## src/rankPkg.sv

```systemverilog
package rankPkg;

    // ----------------------------------------
    // Timing, in controller clock cycles
    // ----------------------------------------
    localparam int tRCD     = 4;    // ACT to RD/WR
    localparam int tRP      = 3;    // PRE to ACT
    localparam int tWR      = 5;    // Write recovery before auto-precharge
    localparam int tRFC     = 12;   // REF to next command
    localparam int NumBanks = 16;   // 4 bank groups x 4 banks

    // ----------------------------------------
    // Address and counter vectors
    // ----------------------------------------
    typedef logic [3:0]  bankIdxT;  // {bank group, bank}
    typedef logic [1:0]  bgT;
    typedef logic [1:0]  bkT;
    typedef logic [14:0] rowT;
    typedef logic [9:0]  colT;
    typedef logic [17:0] cmdAddrT;  // A17..A0
    typedef logic [4:0]  timerT;    // Holds tRFC and tWR+tRP

    // Controller states
    typedef enum logic [2:0] {
        Idle,
        Precharge,
        Activate,
        Read,
        Write,
        Refresh,
        WaitTimer                   // Row or refresh window running
    } ctrlStateT;

    // Command going out on the pins this cycle
    typedef enum logic [2:0] {
        CmdNop,                     // Deselect
        CmdAct,
        CmdPre,
        CmdRd,
        CmdWr,
        CmdRef
    } cmdT;

endpackage

```

## src/rowTimer.sv

```systemverilog
module rowTimer import rankPkg::*; (
    input  logic  clk,
    input  logic  rst,
    input  logic  timerLoad,    // Strobe in the command issue cycle
    input  timerT timerValue,   // Cycles to spend in WaitTimer
    output logic  timeUp
);

    timerT count;

    // Loaded one short so timeUp lands in the last wait cycle
    always_ff @(posedge clk or negedge rst) begin
        if (!rst) begin
            count <= '0;
        end else if (timerLoad) begin
            count <= timerValue - timerT'(1);
        end else if (count != '0) begin
            count <= count - timerT'(1);    // Stops at zero
        end
    end

    // A fresh load hides the old expiry
    assign timeUp = (count == '0) && !timerLoad;

endmodule

```

## src/bankBusyTracker.sv

```systemverilog
module bankBusyTracker import rankPkg::*; (
    input  logic    clk,
    input  logic    rst,
    input  logic    apStart,    // RD/WR with auto-precharge issued
    input  logic    apWrite,    // Write needs recovery before precharge
    input  bankIdxT apBank,
    input  bankIdxT queryBank,  // Bank of the request in flight
    output logic    bankBusy,
    output logic    anyBusy
);

    timerT               apCount [NumBanks];
    logic [NumBanks-1:0] busyVec;

    // ----------------------------------------
    // One auto-precharge countdown per bank
    // ----------------------------------------
    for (genvar i = 0; i < NumBanks; i++) begin : gBank
        always_ff @(posedge clk or negedge rst) begin
            if (!rst) begin
                apCount[i] <= '0;
            end else if (apStart && (apBank == bankIdxT'(i))) begin
                if (apWrite) begin
                    apCount[i] <= timerT'(tWR + tRP);   // Recovery, then precharge
                end else begin
                    apCount[i] <= timerT'(tRP);         // Precharge only
                end
            end else if (apCount[i] != '0) begin
                apCount[i] <= apCount[i] - timerT'(1);
            end
        end

        assign busyVec[i] = (apCount[i] != '0);
    end

    assign bankBusy = busyVec[queryBank];   // Gates PRE/ACT/RD/WR
    assign anyBusy  = |busyVec;             // REF waits for every bank

endmodule

```

## src/ddrCmdEncoder.sv

```systemverilog
module ddrCmdEncoder import rankPkg::*; (
    input  cmdT     cmdIssue,
    input  bankIdxT bank,
    input  rowT     row,
    input  colT     col,
    input  logic    autoPre,
    output logic    csN,
    output logic    actN,
    output cmdAddrT pinA,
    output bgT      bg,
    output bkT      b
);

    always_comb begin
        // Deselect unless a command goes out
        csN  = 1'b1;
        actN = 1'b1;
        pinA = '0;
        bg   = '0;
        b    = '0;

        unique case (cmdIssue)
            CmdAct: begin
                csN  = 1'b0;
                actN = 1'b0;                // ACT is flagged by actN alone
                pinA = cmdAddrT'(row);      // Row takes A14..A0
                bg   = bank[3:2];
                b    = bank[1:0];
            end
            CmdPre: begin
                csN      = 1'b0;
                pinA[16] = 1'b0;            // RAS
                pinA[15] = 1'b1;            // CAS
                pinA[14] = 1'b0;            // WE
                pinA[10] = 1'b0;            // Single bank
                bg       = bank[3:2];
                b        = bank[1:0];
            end
            CmdRd, CmdWr: begin
                csN      = 1'b0;
                pinA     = cmdAddrT'(col);  // Column on A9..A0
                pinA[16] = 1'b1;
                pinA[15] = 1'b0;
                pinA[14] = (cmdIssue == CmdRd); // WE high for read
                pinA[10] = autoPre;         // AP bit
                bg       = bank[3:2];
                b        = bank[1:0];
            end
            CmdRef: begin
                csN      = 1'b0;
                pinA[16] = 1'b0;
                pinA[15] = 1'b0;
                pinA[14] = 1'b1;            // All banks, no address
            end
            default: begin
            end
        endcase
    end

endmodule

```

## src/rankCtrl.sv

```systemverilog
module rankCtrl import rankPkg::*; (
    input  logic    clk,
    input  logic    rst,
    input  logic    reqValid,
    input  logic    reqWrite,
    input  logic    reqPageMiss,
    input  logic    reqPageEmpty,
    input  logic    reqAutoPre,
    input  logic    refresh,
    input  bankIdxT reqBank,
    input  rowT     reqRow,
    input  colT     reqCol,
    input  logic    cmdAvailable,   // CMD bus granted
    input  logic    dqAvailable,    // DQ bus ready, RD/WR only
    input  logic    timeUp,
    input  logic    bankBusy,
    input  logic    anyBusy,
    output logic    idle,
    output cmdT     cmdIssue,
    output bankIdxT curBank,
    output rowT     curRow,
    output colT     curCol,
    output logic    curAutoPre,
    output logic    timerLoad,
    output timerT   timerValue,
    output logic    apStart,
    output logic    apWrite
);

    ctrlStateT state;
    ctrlStateT stateNext;
    ctrlStateT prevState;           // Command state that started the wait
    logic      curWrite;

    // ----------------------------------------
    // Request latch
    // ----------------------------------------
    always_ff @(posedge clk) begin
        if (idle && reqValid && !refresh) begin
            curBank    <= reqBank;
            curRow     <= reqRow;
            curCol     <= reqCol;
            curAutoPre <= reqAutoPre;
            curWrite   <= reqWrite;
        end
    end

    // ----------------------------------------
    // State registers
    // ----------------------------------------
    always_ff @(posedge clk or negedge rst) begin
        if (!rst) begin
            state     <= Idle;
            prevState <= Idle;
            idle      <= 1'b0;              // Comes up one edge after reset
        end else begin
            state <= stateNext;
            idle  <= (stateNext == Idle);
            if (state != WaitTimer) begin
                prevState <= state;         // Held for the whole wait
            end
        end
    end

    // Next state and command issue
    always_comb begin
        stateNext  = state;
        cmdIssue   = CmdNop;
        timerLoad  = 1'b0;
        timerValue = '0;
        apStart    = 1'b0;
        apWrite    = 1'b0;

        unique case (state)
            Idle: begin
                if (idle && refresh) begin
                    stateNext = Refresh;    // Refresh wins over a request
                end else if (idle && reqValid) begin
                    if (reqPageMiss) begin
                        stateNext = Precharge;
                    end else if (reqPageEmpty) begin
                        stateNext = Activate;
                    end else begin
                        stateNext = reqWrite ? Write : Read;    // Page hit
                    end
                end
            end
            Precharge: begin
                if (cmdAvailable && !bankBusy) begin
                    cmdIssue   = CmdPre;
                    timerLoad  = 1'b1;
                    timerValue = timerT'(tRP - 1);  // Issue cycle counts as one
                    stateNext  = WaitTimer;
                end
            end
            Activate: begin
                if (cmdAvailable && !bankBusy) begin
                    cmdIssue   = CmdAct;
                    timerLoad  = 1'b1;
                    timerValue = timerT'(tRCD - 1);
                    stateNext  = WaitTimer;
                end
            end
            Read, Write: begin
                if (cmdAvailable && dqAvailable && !bankBusy) begin
                    cmdIssue  = (state == Write) ? CmdWr : CmdRd;
                    apStart   = curAutoPre;     // Bank closes by itself
                    apWrite   = (state == Write);
                    stateNext = Idle;
                end
            end
            Refresh: begin
                if (cmdAvailable && !anyBusy) begin
                    cmdIssue   = CmdRef;
                    timerLoad  = 1'b1;
                    timerValue = timerT'(tRFC - 1);
                    stateNext  = WaitTimer;
                end
            end
            WaitTimer: begin
                if (timeUp) begin
                    case (prevState)
                        Precharge: stateNext = Activate;
                        Activate:  stateNext = curWrite ? Write : Read;
                        default:   stateNext = Idle;    // After REF
                    endcase
                end
            end
            default: begin
                stateNext = Idle;
            end
        endcase
    end

endmodule

```

## src/rankExec.sv

```systemverilog
module rankExec import rankPkg::*; (
    input  logic    clk,
    input  logic    rst,
    input  logic    reqValid,
    input  logic    reqWrite,
    input  logic    reqPageMiss,
    input  logic    reqPageEmpty,
    input  logic    reqAutoPre,
    input  bankIdxT reqBank,
    input  rowT     reqRow,
    input  colT     reqCol,
    input  logic    refresh,
    input  logic    cmdAvailable,
    input  logic    dqAvailable,
    output logic    idle,
    output logic    csN,
    output logic    actN,
    output cmdAddrT pinA,
    output bgT      bg,
    output bkT      b
);

    cmdT     cmdIssue;
    bankIdxT curBank;
    rowT     curRow;
    colT     curCol;
    logic    curAutoPre;
    logic    timerLoad;
    timerT   timerValue;
    logic    timeUp;
    logic    apStart;
    logic    apWrite;
    logic    bankBusy;
    logic    anyBusy;

    rankCtrl rankCtrl_inst (
        .clk(clk), .rst(rst),
        .reqValid(reqValid), .reqWrite(reqWrite), .reqPageMiss(reqPageMiss),
        .reqPageEmpty(reqPageEmpty), .reqAutoPre(reqAutoPre), .refresh(refresh),
        .reqBank(reqBank), .reqRow(reqRow), .reqCol(reqCol),
        .cmdAvailable(cmdAvailable), .dqAvailable(dqAvailable),
        .timeUp(timeUp), .bankBusy(bankBusy), .anyBusy(anyBusy),
        .idle(idle), .cmdIssue(cmdIssue),
        .curBank(curBank), .curRow(curRow), .curCol(curCol), .curAutoPre(curAutoPre),
        .timerLoad(timerLoad), .timerValue(timerValue),
        .apStart(apStart), .apWrite(apWrite)
    );

    rowTimer rowTimer_inst (
        .clk(clk), .rst(rst),
        .timerLoad(timerLoad), .timerValue(timerValue), .timeUp(timeUp)
    );

    // Same bank starts and queries the countdown
    bankBusyTracker bankBusyTracker_inst (
        .clk(clk), .rst(rst),
        .apStart(apStart), .apWrite(apWrite), .apBank(curBank),
        .queryBank(curBank), .bankBusy(bankBusy), .anyBusy(anyBusy)
    );

    ddrCmdEncoder ddrCmdEncoder_inst (
        .cmdIssue(cmdIssue), .bank(curBank), .row(curRow), .col(curCol),
        .autoPre(curAutoPre),
        .csN(csN), .actN(actN), .pinA(pinA), .bg(bg), .b(b)
    );

endmodule

```

## config.mk

```make
export PLATFORM = sky130hd
export DESIGN_NAME = rankExec
export DESIGN_NICKNAME = d
export VERILOG_FILES = /design/src/rankPkg.sv /design/src/rowTimer.sv /design/src/bankBusyTracker.sv /design/src/ddrCmdEncoder.sv /design/src/rankCtrl.sv /design/src/rankExec.sv
export SDC_FILE = /design/constraint.sdc
export NUM_CORES = 1
export LEC_CHECK = 0
export BUFFER_PORTS_ARGS = -buffer_cell sky130_fd_sc_hd__clkbuf_2
export CAP_MARGIN = 20
export CORE_ASPECT_RATIO = 0.6
export CORE_MARGIN = 4
export CORE_UTILIZATION = 64
export DETAILED_ROUTE_END_ITERATION = 16
export PLACE_DENSITY = 0.94
export REMOVE_ABC_BUFFERS = 1
export SKIP_CTS_REPAIR_TIMING = 1
export SYNTH_ARGS = -nofsm -noshare
export SYNTH_HDL_FRONTEND = slang
export SYNTH_HIERARCHICAL = 1
export SYNTH_SLANG_ARGS = --single-unit
```

## constraint.sdc

```tcl
create_clock -name clk -period 5.1 [get_ports clk]
set_clock_uncertainty 0.1 [all_clocks]
set_input_delay 0 -clock clk [delete_from_list [all_inputs] [get_ports clk]]
set_output_delay 0 -clock clk [all_outputs]
set_load 0.02 [all_outputs]
```

==> impl_metrics.csv <==
group,metric,value,unit
run,maxCapViolations,0,
clock_tree,cts_buffers,17,
synthesis,synth_seq_cells,123,
routing,ant_nets,0,
final_layout,nFillCells,497,
synthesis,seq_area_frac_synth,47.5,%
final_layout,layout.nets,812,
critical_path,cp-start-kind,"register",
final_layout,fin_area,8270,sq um
synthesis,synth_area,6810,sq um
placed_design,dp_hpwl,11100,microns
clock_tree,clk_pin_slew,0.06,ns
critical_path,cp.required,5.00,ns
hold_path,hp-class,"input port to register",
routing,vias,5987,
critical_path,critPathKind,"register to primary output",
clock_tree,cts_root_buf,"clkbuf_16",
clock_tree,cts.sinks,123,
clock_tree,htree_levels,4,
synthesis,synth.largest_area_cell,"dfrtp_1",
critical_path,crit_arrival,4.62,ns
critical_path,rrSetupSlack,0.59,ns
routing,via_per_inst,6.60,
final_layout,finish.utilization,81.7,%
outcome,status,"finished clean",
sta,relSlewSlack,44.9,%
sta,fmax,212,MHz
synthesis,syn_area_per_cell,10.4,sq um
sta,slew_viol_final,0,
clock_tree,cts.path.max_buffers,2,
sta,hold_viol,0,
die,core-area,10100,sq um
die,fp.dieH,87.9,microns
global_routing,grt_pass1_vias,5565,
global_routing,grt_usage,28.3,%
routing,first_pass_iters,6,
critical_path,path_cells,"inv_1, ha_1, nor4b_2, nor2b_1, a211oi_1, a31oi_1, nand4_1, nand3b_1, nor3_2, or2_1, buf_4, buf_4, o21a_1, nor3b_2, clkbuf_2",
synthesis,ys.flop_type,"dfrtp_1",
synthesis,synth_enable_flop_cells,31,
routing,drc,0,
critical_path,crit_slowest_cell,"nor4b_2",
routing,totalWireLength,19500,microns
placed_design,io_buffers,62,
sta,fin_crit,4.72,ns
global_routing,antenna_found_initial,1,
global_routing,grt_max_degree,62,
final_layout,layout_commonest_cell,"dfrtp_1",
die,rows,28,
placed_design,postPlaceCellArea,7230,sq um
routing,drtIter0Drc,838,
sta,setup_violations,0,
critical_path,cp.buffers_inverters,4,
die,initial_utilization,67.3,%
sta,tightest_slew,0.824,ns
critical_path,cp_max_fo,22,
synthesis,synth.area.top_cells,"dfrtp_1, edfxtp_1, nor2_1",
synthesis,synthCells,653,
die,die_area,12400,sq um
final_layout,drive_gt1_share,18.7,%
global_routing,grt_pass1_wl,27500,microns
routing,wl_per_cell,21.5,microns
global_routing,overflow,0,
synthesis,ys_types,64,
synthesis,yosys.area.top_type_share,33.8,%
critical_path,path_delay_family,"simple AND/OR/NAND/NOR gates",
critical_path,path_common_cell,"buf_4",
critical_path,slowest_delay,0.59,ns
power_and_ir_drop,leakage,0.00359,uW
synthesis,yosys_warnings,6,
die,dieWidth,141,microns
placed_design,gp_congestion,0.856,
power_and_ir_drop,powerDensity,599,nW/um^2
die,ios,64,
synthesis,async_flop_share,74.8,%
sta,min_period_over_period,92.5,%
power_and_ir_drop,vdd_drop_max,0.357,mV
clock_tree,cts_tree,"built",
critical_path,cp-end-kind,"primary output",
final_layout,layout_common_cells,"dfrtp_1, nor2_1, clkbuf_2",
final_layout,syn2layout_area_growth,21.5,%
clock_tree,clock_latency,0.43,ns
## final timing paths
kind | endpoint | cells after the start | startpoint
worst max-delay path | b[0] | 15 | bankBusyTracker_inst/apCount[25]$_DFFE_PN0P_
worst min-delay path | rankCtrl_inst/state[1]$_DFF_PN0_ | 3 | cmdAvailable
worst max register to register | rowTimer_inst/count[4]$_DFFE_PN0P_ | 14 | bankBusyTracker_inst/apCount[25]$_DFFE_PN0P_
worst min register to register | bankBusyTracker_inst/apCount[14]$_DFFE_PN0P_ | 2 | bankBusyTracker_inst/apCount[14]$_DFFE_PN0P_
max in group asynchronous | bankBusyTracker_inst/apCount[41]$_DFFE_PN0P_ | 4 | rst
min in group asynchronous | bankBusyTracker_inst/apCount[33]$_DFFE_PN0P_ | 4 | rst
## tightest hold or removal path, stage by stage
cell      delay (ns)
clkbuf_2        0.18
and3_1          0.21
or4_4           0.15
## state kept, by name, summed over array words and instances (netlist names)
signal and flops:
bankBusyTracker_inst/apCount 80, rankCtrl_inst/curAutoPre 1, rankCtrl_inst/curBank 4, rankCtrl_inst/curCol 10
rankCtrl_inst/curRow 15, rankCtrl_inst/curWrite 1, rankCtrl_inst/idle 1, rankCtrl_inst/prevState 3
rankCtrl_inst/state 3, rowTimer_inst/count 5
## cell type report
| class | instances | area [sq um] | share of cell area [%] |
|---|---|---|---|
| clock inverters | 12 | 180 | 2.18 |
| well taps | 135 | 169 | 2.04 |
| inverters | 49 | 184 | 2.22 |
| flip-flops and latches | 123 | 3230 | 39.1 |
| multi-input cells | 459 | 3270 | 39.5 |
| clock buffers | 20 | 489 | 5.91 |
| diodes | 3 | 7.51 | 0.0907 |
| repair buffers | 106 | 743 | 8.98 |
## per-layer routing
layer,vias up,GRT usage [%],wire length [microns]
met5,-,0,0
met1,2937,36.9,7360
met2,412,46.9,9620
met4,0,10.6,889
met3,99,6.71,1640
li1,2539,-,-
## kinds of logic (layout without fill, tap and decap cells)
family | Yosys count | in the layout | synth area share, %
and+or+nand+nor | 265 | 265 | 25.2
AOI/OAI and AO/OA | 123 | 123 | 12.3
DFF | 123 | 123 | 47.5
buffers and inverters | 72 | 187 | 4.80
xor gates and xnor gates | 33 | 33 | 4.24
muxes | 18 | 18 | 2.68
adders and majority gates | 17 | 17 | 3.12
other | 2 | 6 | 0.110
## power by group
group	switching, uW	total (uW)	internal [uW]
clock	485	1380	893
sequential	383	1760	1380
combinational	987	1820	829
## through the flow
stage               power (uW)  setup slack, ns  hold slack, ns  setup TNS (ns)  instances
global route              5210          -0.0149          0.0440         -0.0149        905
detailed placement        3390            0.965          -0.147               0        836
CTS                       4810            0.567          -0.588               0        868
global placement          3230             1.14          -0.155               0        836
floorplan                 2960           -0.105          -0.396          -0.610        631
finish                    4960            0.380          0.0529               0        907
## synthesized netlist by cell type, types with 8 or more instances
master    count
a211o_1      11
a211oi_1     14
a21oi_1      33
and4bb_1      9
clkbuf_1      8
dfrtp_1      92
edfxtp_1     31
ha_1         17
inv_1        49
mux2i_1      16
nand2_1      26
nand2b_1     21
nand3b_1      8
nor2_1       80
nor3_1       26
nor4bb_1     16
o21a_1       18
o21ai_0      14
o31ai_1      16
xnor2_1      32
No activity file was read; power rests on OpenSTA's default activity.
